===== src/design/board_consts.svh =====
`ifndef BOARD_CONSTS_SVH
`define BOARD_CONSTS_SVH

// ------------------------------------------------------------------------
// Serial clocking

`define BCLK_HALF   2       // clk cycles per half bclk period
`define FRAME_BITS  64      // bclk periods per frame

// ------------------------------------------------------------------------
// Word widths

`define MIC_BITS    24      // INMP441 word
`define DAC_BITS    16      // DAC word

// ------------------------------------------------------------------------
// Board controls

`define N_LED       8       // Bargraph LEDs
`define N_VOL       3       // Volume field on the switches

`endif

===== src/design/board_pkg.sv =====
`include "board_consts.svh"

package board_pkg;

    // Raw left channel word from the microphone
    typedef logic signed [`MIC_BITS - 1:0] mic_sample_t;

    // Word sent to the DAC on both channels
    typedef logic signed [`DAC_BITS - 1:0] dac_sample_t;

    // Thermometer code, bit 0 lights first
    typedef logic        [`N_LED    - 1:0] bar_t;

    // Arithmetic right shift amount
    typedef logic        [`N_VOL    - 1:0] vol_t;

endpackage


===== src/design/board_audio_top.sv =====
`timescale 1ns/1ps
`include "board_consts.svh"

module board_audio_top
(
    input  logic               clk,
    input  logic               rst,
    input  logic [1:0]         key,
    input  logic [`N_VOL - 1:0] sw,
    output logic [`N_LED - 1:0] led,
    output logic               mic_sck,
    output logic               mic_ws,
    output logic               mic_lr,
    input  logic               mic_sd,
    output logic               aud_mclk,
    output logic               aud_bclk,
    output logic               aud_lrclk,
    output logic               aud_sdata
);

    logic                             bclk;
    logic                             ws;
    logic                             sample_bit;
    logic                             shift_bit;
    logic                             frame_start;
    logic [$clog2(`FRAME_BITS) - 1:0] bit_index;
    logic                             mic_valid;
    board_pkg::mic_sample_t           mic_sample;
    board_pkg::dac_sample_t           sound;

    // ------------------------------------------------------------------------
    // Shared serial clocks on both GPIO headers

    assign mic_sck   = bclk;
    assign aud_bclk  = bclk;
    assign mic_ws    = ws;
    assign aud_lrclk = ws;
    assign mic_lr    = 1'b0;              // Left channel select

    i2s_timing_ctrl timing_i
    (
        .clk         ( clk         ),
        .rst         ( rst         ),
        .bclk        ( bclk        ),
        .ws          ( ws          ),
        .mclk        ( aud_mclk    ),
        .sample_bit  ( sample_bit  ),
        .shift_bit   ( shift_bit   ),
        .bit_index   ( bit_index   ),
        .frame_start ( frame_start )
    );

    i2s_mic_receiver mic_i
    (
        .clk        ( clk        ),
        .rst        ( rst        ),
        .sd         ( mic_sd     ),
        .sample_bit ( sample_bit ),
        .bit_index  ( bit_index  ),
        .mic_sample ( mic_sample ),
        .mic_valid  ( mic_valid  )
    );

    audio_level_path level_i
    (
        .clk        ( clk        ),
        .rst        ( rst        ),
        .key        ( key        ),
        .sw         ( sw         ),
        .mic_sample ( mic_sample ),
        .mic_valid  ( mic_valid  ),
        .sound      ( sound      ),
        .led        ( led        )
    );

    i2s_dac_transmitter dac_i
    (
        .clk         ( clk         ),
        .rst         ( rst         ),
        .sound       ( sound       ),
        .frame_start ( frame_start ),
        .shift_bit   ( shift_bit   ),
        .bit_index   ( bit_index   ),
        .sdata       ( aud_sdata   )
    );

endmodule


===== src/design/audio_level_path.sv =====
`timescale 1ns/1ps
`include "board_consts.svh"

module audio_level_path
(
    input  logic                   clk,
    input  logic                   rst,
    input  logic [1:0]             key,           // Active low
    input  board_pkg::vol_t        sw,
    input  board_pkg::mic_sample_t mic_sample,
    input  logic                   mic_valid,
    output board_pkg::dac_sample_t sound,
    output board_pkg::bar_t        led
);

    localparam int NL = `N_LED;

    logic [1:0]             key_meta;
    logic [1:0]             key_sync;
    logic                   mute;         // key[0] held
    logic                   freeze;       // key[1] held
    board_pkg::dac_sample_t scaled;
    logic signed [7:0]      top8;         // Upper byte for the meter
    logic [6:0]             mag;
    logic [6:0]             mag_q;
    logic                   bar_upd;      // mic_valid one clk later
    board_pkg::bar_t        bar_next;

    assign mute   = ~key_sync[0];
    assign freeze = ~key_sync[1];

    // ------------------------------------------------------------------------
    // Volume and level math

    assign scaled = board_pkg::dac_sample_t'(mic_sample[`MIC_BITS - 1 -: `DAC_BITS]) >>> sw;
    assign top8   = mic_sample[`MIC_BITS - 1 -: 8];

    always_comb
    begin
        if (top8 == 8'sh80)
            mag = 7'd127;                 // -128 saturates
        else if (top8 < 0)
            mag = 7'(-top8);
        else
            mag = 7'(top8);
    end

    // Lowest mag/16 LEDs lit
    assign bar_next = (NL'(1) << mag_q[6:4]) - NL'(1);

    always_ff @(posedge clk or posedge rst)
    begin
        if (rst)
        begin
            key_meta <= '1;               // Released
            key_sync <= '1;
            sound    <= '0;
            bar_upd  <= 1'b0;
            led      <= '0;
        end
        else
        begin
            key_meta <= key;
            key_sync <= key_meta;
            bar_upd  <= mic_valid;
            if (mic_valid)
                sound <= mute ? '0 : scaled;
            if (bar_upd && !freeze)
                led <= bar_next;
        end
    end

    always_ff @(posedge clk)
    begin
        if (mic_valid)
            mag_q <= mag;
    end

endmodule


===== src/design/i2s_dac_transmitter.sv =====
`timescale 1ns/1ps
`include "board_consts.svh"

module i2s_dac_transmitter
(
    input  logic                             clk,
    input  logic                             rst,
    input  board_pkg::dac_sample_t           sound,
    input  logic                             frame_start,
    input  logic                             shift_bit,
    input  logic [$clog2(`FRAME_BITS) - 1:0] bit_index,
    output logic                             sdata
);

    localparam int IDX_W = $clog2(`FRAME_BITS);
    localparam int CH_W  = IDX_W - 1;

    board_pkg::dac_sample_t word_q;     // Word for the whole frame
    logic [`DAC_BITS - 1:0] shift_q;
    logic [CH_W - 1:0]      ch_index;   // Same for left and right halves
    logic                   load_bit;   // MSB slot of a channel
    logic                   data_bit;   // Remaining data slots

    assign ch_index = bit_index[CH_W - 1:0];
    assign load_bit = (ch_index == CH_W'(1));
    assign data_bit = (ch_index >= CH_W'(2)) && (ch_index <= CH_W'(`DAC_BITS));

    // ------------------------------------------------------------------------
    // Serial output, changes just after bclk falls

    always_ff @(posedge clk or posedge rst)
    begin
        if (rst)
        begin
            word_q <= '0;                // First frame carries silence
            sdata  <= 1'b0;
        end
        else
        begin
            if (frame_start)
                word_q <= sound;
            if (shift_bit)
            begin
                if (load_bit)
                    sdata <= word_q[`DAC_BITS - 1];
                else if (data_bit)
                    sdata <= shift_q[`DAC_BITS - 1];
                else
                    sdata <= 1'b0;       // Idle slots
            end
        end
    end

    always_ff @(posedge clk)
    begin
        if (shift_bit && load_bit)
            shift_q <= {word_q[`DAC_BITS - 2:0], 1'b0};   // Reload per channel
        else if (shift_bit && data_bit)
            shift_q <= {shift_q[`DAC_BITS - 2:0], 1'b0};
    end

endmodule


===== src/design/i2s_mic_receiver.sv =====
`timescale 1ns/1ps
`include "board_consts.svh"

module i2s_mic_receiver
(
    input  logic                             clk,
    input  logic                             rst,
    input  logic                             sd,
    input  logic                             sample_bit,
    input  logic [$clog2(`FRAME_BITS) - 1:0] bit_index,
    output board_pkg::mic_sample_t           mic_sample,
    output logic                             mic_valid
);

    localparam int IDX_W = $clog2(`FRAME_BITS);

    logic [`MIC_BITS - 1:0] shift_q;    // Left word, MSB enters first
    logic                   in_word;    // Index 1 up to the LSB
    logic                   last_bit;

    // ------------------------------------------------------------------------
    // Data window in the left half

    // Index 0 is the one bit I2S delay after ws falls
    assign in_word  = (bit_index >= IDX_W'(1)) && (bit_index <= IDX_W'(`MIC_BITS));
    assign last_bit = (bit_index == IDX_W'(`MIC_BITS));

    always_ff @(posedge clk)
    begin
        if (sample_bit && in_word)
            shift_q <= {shift_q[`MIC_BITS - 2:0], sd};   // Capture on bclk rise
    end

    // ------------------------------------------------------------------------
    // Completion pulse

    always_ff @(posedge clk or posedge rst)
    begin
        if (rst)
            mic_valid <= 1'b0;
        else
            mic_valid <= sample_bit & last_bit;   // One clk after the LSB
    end

    // Word stays put until index 1 of the next frame
    assign mic_sample = board_pkg::mic_sample_t'(shift_q);

endmodule


===== src/design/i2s_timing_ctrl.sv =====
`timescale 1ns/1ps
`include "board_consts.svh"

module i2s_timing_ctrl
(
    input  logic                             clk,
    input  logic                             rst,
    output logic                             bclk,
    output logic                             ws,
    output logic                             mclk,
    output logic                             sample_bit,
    output logic                             shift_bit,
    output logic [$clog2(`FRAME_BITS) - 1:0] bit_index,
    output logic                             frame_start
);

    localparam int DIV_W = (`BCLK_HALF > 1) ? $clog2(`BCLK_HALF) : 1;
    localparam int IDX_W = $clog2(`FRAME_BITS);

    logic [DIV_W - 1:0] div_cnt;     // Position inside a bclk half period
    logic               half_end;    // Last clk of the half period
    logic               bclk_fall;   // bclk goes low on the next edge
    logic [IDX_W - 1:0] next_index;

    // ------------------------------------------------------------------------
    // Strobes decoded from the divider

    assign half_end   = (div_cnt == DIV_W'(`BCLK_HALF - 1));
    assign bclk_fall  = half_end & bclk;
    assign sample_bit = half_end & ~bclk;    // Edge that raises bclk

    assign next_index = (bit_index == IDX_W'(`FRAME_BITS - 1)) ? '0
                                                               : bit_index + IDX_W'(1);

    always_ff @(posedge clk or posedge rst)
    begin
        if (rst)
            div_cnt <= '0;
        else if (half_end)
            div_cnt <= '0;                   // Wrap at the half period
        else
            div_cnt <= div_cnt + DIV_W'(1);
    end

    always_ff @(posedge clk or posedge rst)
    begin
        if (rst)
        begin
            bclk <= 1'b0;
            mclk <= 1'b0;
        end
        else
        begin
            mclk <= ~mclk;                   // clk/2
            if (half_end)
                bclk <= ~bclk;
        end
    end

    // ------------------------------------------------------------------------
    // Frame position, advanced on every bclk fall

    always_ff @(posedge clk or posedge rst)
    begin
        if (rst)
        begin
            bit_index   <= '0;
            ws          <= 1'b0;
            shift_bit   <= 1'b0;
            frame_start <= 1'b0;
        end
        else
        begin
            shift_bit   <= bclk_fall;
            frame_start <= bclk_fall & (next_index == '0);   // ws falls here
            if (bclk_fall)
            begin
                bit_index <= next_index;
                ws        <= (next_index >= IDX_W'(`FRAME_BITS / 2));  // Right half
            end
        end
    end

endmodule


===== config.mk =====
export PLATFORM = sky130hd
export DESIGN_NAME = board_audio_top
export DESIGN_NICKNAME = d
export VERILOG_FILES = /design/src/design/board_pkg.sv /design/src/design/board_audio_top.sv /design/src/design/audio_level_path.sv /design/src/design/i2s_dac_transmitter.sv /design/src/design/i2s_mic_receiver.sv /design/src/design/i2s_timing_ctrl.sv
export VERILOG_INCLUDE_DIRS = /design/src /design/src/design
export SDC_FILE = /design/constraint.sdc
export NUM_CORES = 1
export LEC_CHECK = 0
export ABC_AREA = 1
export ABC_CLOCK_PERIOD_IN_PS = 3450
export BUFFER_PORTS_ARGS = -buffer_cell sky130_fd_sc_hd__buf_4
export CAP_MARGIN = 10
export CELL_PAD_IN_SITES_DETAIL_PLACEMENT = 0
export CELL_PAD_IN_SITES_GLOBAL_PLACEMENT = 1
export CORE_MARGIN = 5
export CORE_UTILIZATION = 45
export CTS_CLUSTER_SIZE = 10
export DETAILED_ROUTE_END_ITERATION = 6
export HOLD_SLACK_MARGIN = 0.15
export PLACE_DENSITY = 0.8
export SYNTH_ARGS = -nofsm -noshare
export SYNTH_HDL_FRONTEND = slang
export SYNTH_SLANG_ARGS = --single-unit

===== constraint.sdc =====
create_clock -name clk -period 3.45 [get_ports clk]
set_input_delay 0.345 -clock clk [delete_from_list [all_inputs] [get_ports clk]]
set_output_delay 0.345 -clock clk [all_outputs]
set_load 0.05 [all_outputs]

==> summary.txt, run 1 <==
Status
  – Run status: finished clean

Floorplanning
  – Floorplan die height: 110 um
  – Core footprint: ~9800 sq um
  – Number of ports placed on the die boundary: 23
  – Starting utilization of the core area: 0.459
  – Die Width: 110 um
  – Number of standard-cell rows in the floorplan: 36
  – Die ar.: roughly 12000 sq um

Synthesis
  – #FFs+latches synth: between 100 and 150
  – EDFF count, synth: 42
  – Share of synthesized flip-flops with an asynchronous set or reset: 0.584
  – Net count after synthesis: 494
  – Flip-flop cell with the highest count after synthesis: sky130_fd_sc_hd__dfrtp_1
  – Sequential cell area fraction in the yosys report: 0.611
  – Mean cell area of the mapped netlist: a little over 9 sq um
  – Count of unique library cells instantiated by Yosys: 31
  – Synthesized netlist cell count: 482
  – Total of warnings raised by yosys: 0
  – Netlist area before placement: 4490 sq um

STA
  – Rel. slew slack: 0.310
  – Transition at the pin with the smallest max-transition slack: 1.03 ns
  – Sum of negative setup slack: 0 ns
  – RSZ-0062 raised after global routing: false
  – Setup violation total in the final timing report: 0
  – Worst Skew: 0.00995 ns
  – Worst Hold Slack: 0.238 ns
  – Final Slew Violations: 0
  – PnR worst setup slack: 1.34 ns
  – Final period demand of the worst path: 2.11 ns
  – Final hold vios: 0
  – Upper clock frequency limit: 473 MHz
  – Period Utilization, post-route: 0.612

Place
  – Inst Count DP: around 600
  – Placement Setup Slack: 1.09 ns
  – Number of input and output port buffers inserted: 21
  – Post-detailed-placement half-perimeter wirelength: approximately 5.5 mm
  – Final weighted congestion in routability-driven placement: 0.790

Route
  – Via-to-Cell Ratio: between 4 and 5
  – Vias post-DR: between 3000 and 4000
  – Routed length per placed instance: 12.2 um
  – Detailed Route WL: around 7.8 mm
  – Drt pass-1 iters: 4
  – Detailed router's first-iteration violation count: 146
  – Post-detailed-route count of antenna-violating nets: 0
  – DRC Markers: 0

Power
  – Maximum vdd drop: 0.000224 V
  – Cell internal power dissipation: 1.61 mW
  – Clock network fraction of design power: 0.352
  – Switching power of the nets: between 0.4 and 0.5 mW
  – Power density over the cells: 414 nW/um^2
  – Combinational power share: 0.036
  – Share of power burned in registers: 0.612
  – Switching portion of total power: 0.213
  – Leakage power total: about 2.3 nW

Critical path
  – Gate family responsible for the most delay along the worst path: buffers and inverters
  – WP buf/inv: 3
  – Worst flop-to-flop path startpoint: timing_i.bit_index[1]
  – WS Path Type: reg -> reg
  – Worst setup EP type: flip-flop
  – Worst-case reg-to-reg path depth: 7
  – CP max-delay cell: sky130_fd_sc_hd__inv_2
  – Kind of start point of the critical path: flip-flop
  – Critical-path cell list: inv_1 > ha_1 > nand3_2 > nor2_2 > inv_2 > o21ai_1 > buf_6
  – Data required, critical path: 3.57 ns
  – Max Fanout on Critical Path: 30
  – Biggest cell delay along the critical path: between 0.4 and 0.5 ns
  – R2R setup slack: approximately 1.3 ns
  – Crit Reg-Reg Endpoint: dac_i.shift_q[9]
  – Arr. time, crit path: 2.24 ns

Global route
  – Leftover overflow at the end of global routing: 0
  – Total global routing track utilization: 0.148
  – First-pass GRT wire length: roughly 14 mm
  – Pin count of the biggest net entering global routing: 52
  – Vias in the first global route: a little over 3000
  – Antenna violations before repair: 0

CTS
  – Later-pin clock latency in the skew report: roughly 0.36 ns
  – CTS tree: done
  – Longest Clk Path Bufs: 2
  – H-tree levels: 3
  – CTS sink count: 101
  – Count of buffers added by post-CTS timing repair for setup: 0
  – Clock root buffer: sky130_fd_sc_hd__clkbuf_8
  – Post-cts repair resize count: 0
  – Post-CTS Hold Buffers: 3
  – Reg clk slew, reported paths: 0.09 ns
  – Clock buffer count from CTS: 9

Cells and area
  – Fill cell total of the finished layout: 934
  – Diode insertion count for antenna repair: 0
  – Final cell count without fillers: 638
  – Fraction of layout instances using a drive strength above 1: 0.127
  – Synth-to-layout area growth: 9.78%
  – Number of nets in the finished design: approximately 500

Worst hold path
  – Min-delay worst type: in -> async

Flow run
  – Total of max-cap violations: 0
==> Yosys cell counts (2+ instances only) <==
| cell type | n | area, sq um |
|---|---|---|
| sky130_fd_sc_hd__inv_2 | 2 | 7.51 |
| sky130_fd_sc_hd__o21ai_0 | 26 | 130 |
| sky130_fd_sc_hd__buf_4 | 5 | 37.5 |
| sky130_fd_sc_hd__nand4_1 | 3 | 18.8 |
| sky130_fd_sc_hd__buf_6 | 4 | 45.0 |
| sky130_fd_sc_hd__edfxtp_1 | 42 | 1260 |
| sky130_fd_sc_hd__nor2_1 | 14 | 52.6 |
| sky130_fd_sc_hd__buf_2 | 5 | 25.0 |
| sky130_fd_sc_hd__a31oi_1 | 2 | 12.5 |
| sky130_fd_sc_hd__dfrtp_1 | 55 | 1380 |
| sky130_fd_sc_hd__inv_1 | 43 | 161 |
| sky130_fd_sc_hd__xor2_1 | 2 | 17.5 |
| sky130_fd_sc_hd__dfstp_2 | 4 | 105 |
| sky130_fd_sc_hd__nand3_1 | 54 | 270 |
| sky130_fd_sc_hd__ha_1 | 4 | 50.1 |
| sky130_fd_sc_hd__nor2_2 | 2 | 12.5 |
| sky130_fd_sc_hd__nand2_1 | 184 | 691 |
| sky130_fd_sc_hd__o21ai_2 | 14 | 123 |
| sky130_fd_sc_hd__clkbuf_1 | 5 | 18.8 |
==> power by group through the flow <==
stage	sequential [mW]	combinational (mW)	clock (mW)
2_1_floorplan	1.27	0.0563	0
3_3_place_gp	1.27	0.0725	0
3_5_place_dp	1.27	0.0719	0
4_1_cts	1.25	0.0750	0.742
5_1_grt	1.25	0.0871	0.806
6_report	1.25	0.0742	0.718
==> cell usage in the layout (no fill, tap or decap), types with 2 or more instances in the layout <==
cell                              n
sky130_fd_sc_hd__a31oi_1          2
sky130_fd_sc_hd__nand3_1         54
sky130_fd_sc_hd__o21ai_0         25
sky130_fd_sc_hd__nor2_2           2
sky130_fd_sc_hd__inv_4            2
sky130_fd_sc_hd__edfxtp_1        42
sky130_fd_sc_hd__clkbuf_1         3
sky130_fd_sc_hd__buf_4           23
sky130_fd_sc_hd__nand2_1        184
sky130_fd_sc_hd__nor2_1          14
sky130_fd_sc_hd__inv_2            3
sky130_fd_sc_hd__dfstp_2          4
sky130_fd_sc_hd__nand4_1          3
sky130_fd_sc_hd__dfrtp_1         55
sky130_fd_sc_hd__ha_1             4
sky130_fd_sc_hd__o21ai_2         14
sky130_fd_sc_hd__dlygate4sd3_1    3
sky130_fd_sc_hd__clkbuf_8         9
sky130_fd_sc_hd__xor2_1           2
sky130_fd_sc_hd__inv_1           42
==> final cells by class <==
class                           count  area [sq um]  share of cell area
Clock buffer                       12           135              0.0274
Multi-Input combinational cell    315          1450               0.293
Clock inverter                      4          48.8             0.00990
Sequential cell                   101          2740               0.556
Tap cell                          133           166              0.0338
Timing Repair Buffer               27           214              0.0434
Inverter                           46           175              0.0355
==> cell families (layout without fill, tap and decap cells) <==
family | Yosys count | in the layout | share of synthesized area
buf+inv | 66 | 89 | 0.0680
fa+ha+maj | 4 | 4 | 0.0111
simple gates | 262 | 262 | 0.240
compound gates | 46 | 46 | 0.0649
other cells | 1 | 1 | 0.000835
xor+xnor | 2 | 2 | 0.00390
flops | 101 | 101 | 0.611
==> worst max-delay path by stage <==
stage,end,slack (ns),startpoint,depth (start not counted)
finish,dac_i.shift_q[9],1.34,timing_i.bit_index[1],7
floorplan,mic_i.mic_sample[0],0.33,timing_i.bclk,2
CTS,dac_i.shift_q[9],1.08,timing_i.bit_index[1],6
global placement,dac_i.shift_q[9],1.19,timing_i.bit_index[1],6
global route,dac_i.shift_q[9],1.21,timing_i.bit_index[1],7
detailed placement,dac_i.shift_q[9],1.09,timing_i.bit_index[1],6
==> registers in the layout, indices dropped and copies added, names as in the netlist <==
| name | cells |
|---|---|
| level_i.key_sync | 2 |
| timing_i.bclk | 1 |
| timing_i.div_cnt | 1 |
| mic_i.mic_sample | 24 |
| level_i.led | 8 |
| mic_i.mic_valid | 1 |
| level_i.key_meta | 2 |
| timing_i.frame_start | 1 |
| timing_i.ws | 1 |
| timing_i.mclk | 1 |
| dac_i.word_q | 16 |
| level_i.mag_q | 3 |
| level_i.bar_upd | 1 |
| timing_i.shift_bit | 1 |
| timing_i.bit_index | 6 |
| dac_i.sdata | 1 |
| dac_i.shift_q | 15 |
| level_i.sound | 16 |
==> per-layer routing <==
| metal | track usage | vias up | part of all wire |
|---|---|---|---|
| met4 | 0.0481 | 0 | 0.015 |
| met3 | 0.0329 | 11 | 0.034 |
| met2 | 0.236 | 41 | 0.46 |
| li1 | - | 1586 | - |
| met1 | 0.200 | 1483 | 0.49 |
| met5 | 0 | - | 0 |
==> stage by stage <==
step	area [sq um]	total power [mW]	util
after detailed placement	4700	1.35	0.481
after floorplan	4490	1.33	-
after global routing	4930	2.14	0.504
after global placement	4700	1.35	0.481
final	4930	2.04	0.504
after CTS	4920	2.07	0.503
Power figures use the tool's default switching activity.
==> run 2, diff against run 1 <==
--- a/config.mk
+++ b/config.mk
@@ -7,7 +7,7 @@
 export NUM_CORES = 1
 export LEC_CHECK = 0
 export ABC_AREA = 1
-export ABC_CLOCK_PERIOD_IN_PS = 3450
+export ABC_CLOCK_PERIOD_IN_PS = 2000
 export BUFFER_PORTS_ARGS = -buffer_cell sky130_fd_sc_hd__buf_4
 export CAP_MARGIN = 10
 export CELL_PAD_IN_SITES_DETAIL_PLACEMENT = 0
==> constraint.sdc (replaced) <==
create_clock -name clk -period 2 [get_ports clk]
set_input_delay 0.2 -clock clk [delete_from_list [all_inputs] [get_ports clk]]
set_output_delay 0.2 -clock clk [all_outputs]
set_load 0.05 [all_outputs]
==> run 2 against run 1 <==
Net effect:
- utilization up 0.65 points
- register-to-register slack worse by 1.0 ns
- first-iteration DRC count up 5.5%
- sequential power up 72%
- non-clock buffer count up 3
- sequential cell count unchanged
- power up 72%
- critical endpoint is now mic_i.mic_sample[6]
- largest power group unchanged
==> summary.txt, run 2 (synthesis results as in run 1) <==
Floorplanning
  – Floorplan die height: 110 um (unchanged)
  – Number of standard-cell rows in the floorplan: 36 (unchanged)
  – Starting utilization of the core area: 0.459 (unchanged)
  – Die ar.: 12100 sq um (unchanged)
  – Core footprint: 9770 sq um (unchanged)
  – Die Width: 110 um (unchanged)
  – Number of ports placed on the die boundary: 23 (unchanged)

STA
  – Final Slew Violations: 0 (unchanged)
  – RSZ-0062 raised after global routing: false
  – Period Utilization, post-route: 0.849 (+0.236)
  – Worst Skew: 0.0121 ns (+0.00220 ns)
  – Sum of negative setup slack: 0 ns (unchanged)
  – Upper clock frequency limit: 589 MHz (+24%)
  – Final hold vios: 0 (unchanged)
  – Setup violation total in the final timing report: 0 (unchanged)
  – Final period demand of the worst path: 1.70 ns (-0.415 ns)

CTS
  – CTS sink count: 101 (unchanged)
  – Count of buffers added by post-CTS timing repair for setup: 0 (unchanged)
  – Longest Clk Path Bufs: 2 (unchanged)
  – Post-cts repair resize count: 0 (unchanged)
  – H-tree levels: 3 (unchanged)
  – Clock root buffer: sky130_fd_sc_hd__clkbuf_8
  – Post-CTS Hold Buffers: 4 (+1)
  – Reg clk slew, reported paths: 0.09 ns (about the same)
  – Clock buffer count from CTS: 9 (unchanged)
  – Later-pin clock latency in the skew report: 0.36 ns (about the same)
  – CTS tree: done

Critical path
  – WP buf/inv: 2 (-1)
  – Data required, critical path: 2.05 ns (-1.52 ns)
  – Critical-path cell list: inv_1 > ha_1 > nand2_1 > nand2_1 > nand2_1 > nor3_4 > buf_12
  – Biggest cell delay along the critical path: 0.44 ns (about the same)
  – Kind of start point of the critical path: flip-flop
  – WS Path Type: reg -> reg
  – Critical path's most frequent cell: sky130_fd_sc_hd__nand2_1
  – Gate family responsible for the most delay along the worst path: simple AND/OR/NAND/NOR gates
  – Max Fanout on Critical Path: 24 (-20%)
  – CP max-delay cell: sky130_fd_sc_hd__dfrtp_1
  – Worst setup EP type: flip-flop
  – Arr. time, crit path: 1.75 ns (-0.49 ns)

Power
  – Power density over the cells: 702 nW/um^2 (+70%)
  – Tot Pwr: 3.50 mW (+72%)
  – Leakage power total: 2.31 nW (+1.2%)
  – Maximum vdd drop: 0.000520 V (+130%)

Global route
  – Pin count of the biggest net entering global routing: 48 (-7.7%)
  – Total global routing track utilization: 0.151 (+0.00315)
  – Antenna violations before repair: 0 (unchanged)
  – Leftover overflow at the end of global routing: 0 (unchanged)
  – Vias in the first global route: 2953 (-3.8%)
  – First-pass GRT wire length: 14.3 mm (+1.5%)

Place
  – Number of input and output port buffers inserted: 21 (unchanged)
  – Post-detailed-placement half-perimeter wirelength: 5.68 mm (+4.1%)
  – Final weighted congestion in routability-driven placement: 0.828 (+4.9%)
  – Cell area reported after detailed placement: 4760 sq um (+1.2%)

Worst hold path
  – Min-delay worst type: in -> reg

Cells and area
  – Max FFs per register: 24 (unchanged)
  – Diode insertion count for antenna repair: 0 (unchanged)
  – Leading cell type in the layout, fill and taps excluded: sky130_fd_sc_hd__nand2_1
  – Most used cells in the layout excluding fill and tap cells: 184 x sky130_fd_sc_hd__nand2_1, 54 x sky130_fd_sc_hd__nand3_1, 54 x sky130_fd_sc_hd__dfrtp_1
  – Post-route cell area: 4990 sq um (+1.3%)
  – Number of nets in the finished design: 515 (+0.59%)
  – Synth-to-layout area growth: 11.2%
  – Fraction of layout instances using a drive strength above 1: 0.136 (+0.00909)

Route
  – Post-detailed-route count of antenna-violating nets: 0 (unchanged)
  – DRC Markers: 0 (unchanged)
  – Routed length per placed instance: 12.6 um (+3.2%)
  – Drt pass-1 iters: 4 (unchanged)
  – Via-to-Cell Ratio: 4.83 (-1.2%)
  – Detailed Route WL: 8.06 mm (+3.7%)
  – Detailed router's first-iteration violation count: 154 (+5.5%)
  – Vias post-DR: 3098 (-0.74%)

Status
  – Run status: finished clean

Flow run
  – Total of max-cap violations: 0 (unchanged)
-- run 2: per-layer routing --
layer,vias to the layer above,track usage,wire length (um)
li1,1592,-,-
met2,45,0.236,3830
met1,1457,0.209,3910
met3,4,0.0335,262
met4,0,0.0481,53
met5,-,0,0
-- run 2: report_power, final --
group          total (mW)  switching, mW  internal (mW)
registers            2.15        0.00102           2.15
clock network        1.22          0.679          0.537
logic               0.135         0.0924         0.0423
-- run 2: cell type report --
| cell class | count | area [sq um] |
|---|---|---|
| Tap cell | 133 | 166 |
| Inverter | 46 | 175 |
| Timing Repair Buffer | 30 | 260 |
| Clock inverter | 5 | 41.3 |
| Sequential cell | 101 | 2740 |
| Multi-Input combinational cell | 315 | 1450 |
| Clock buffer | 11 | 153 |
| Fill cell | 932 | 4780 |
-- run 2: final timing paths --
check,slack [ns],startpoint,to,depth (start not counted)
setup / recovery,0.30,timing_i.bit_index[0],mic_i.mic_sample[6],7
hold / removal,0.22,sw[2],level_i.sound[4],4
setup reg to reg,0.30,timing_i.bit_index[0],mic_i.mic_sample[6],7
hold reg to reg,0.36,level_i.key_meta[0],level_i.key_sync[0],0
max in group asynchronous,1.05,rst,level_i.key_sync[0],4
min in group asynchronous,0.34,rst,timing_i.mclk,3
-- run 2: metrics by stage --
| stage | util | setup WS (ns) | hold WS, ns | cells |
|---|---|---|---|---|
| after floorplan | - | 0.0174 | 0.204 | 482 |
| after global placement | 0.487 | 0.380 | 0.165 | 621 |
| after detailed placement | 0.487 | 0.332 | 0.171 | 621 |
| after CTS | 0.511 | 0.305 | 0.203 | 641 |
| after global routing | 0.511 | 0.176 | 0.225 | 641 |
| final | 0.511 | 0.302 | 0.219 | 641 |
-- run 2: worst min-delay path, delay by kind of cell --
kind / cells / cell delay (ns)
buffers and inverters: 1 / 0.16
AND/OR/NAND/NOR: 3 / 0.17
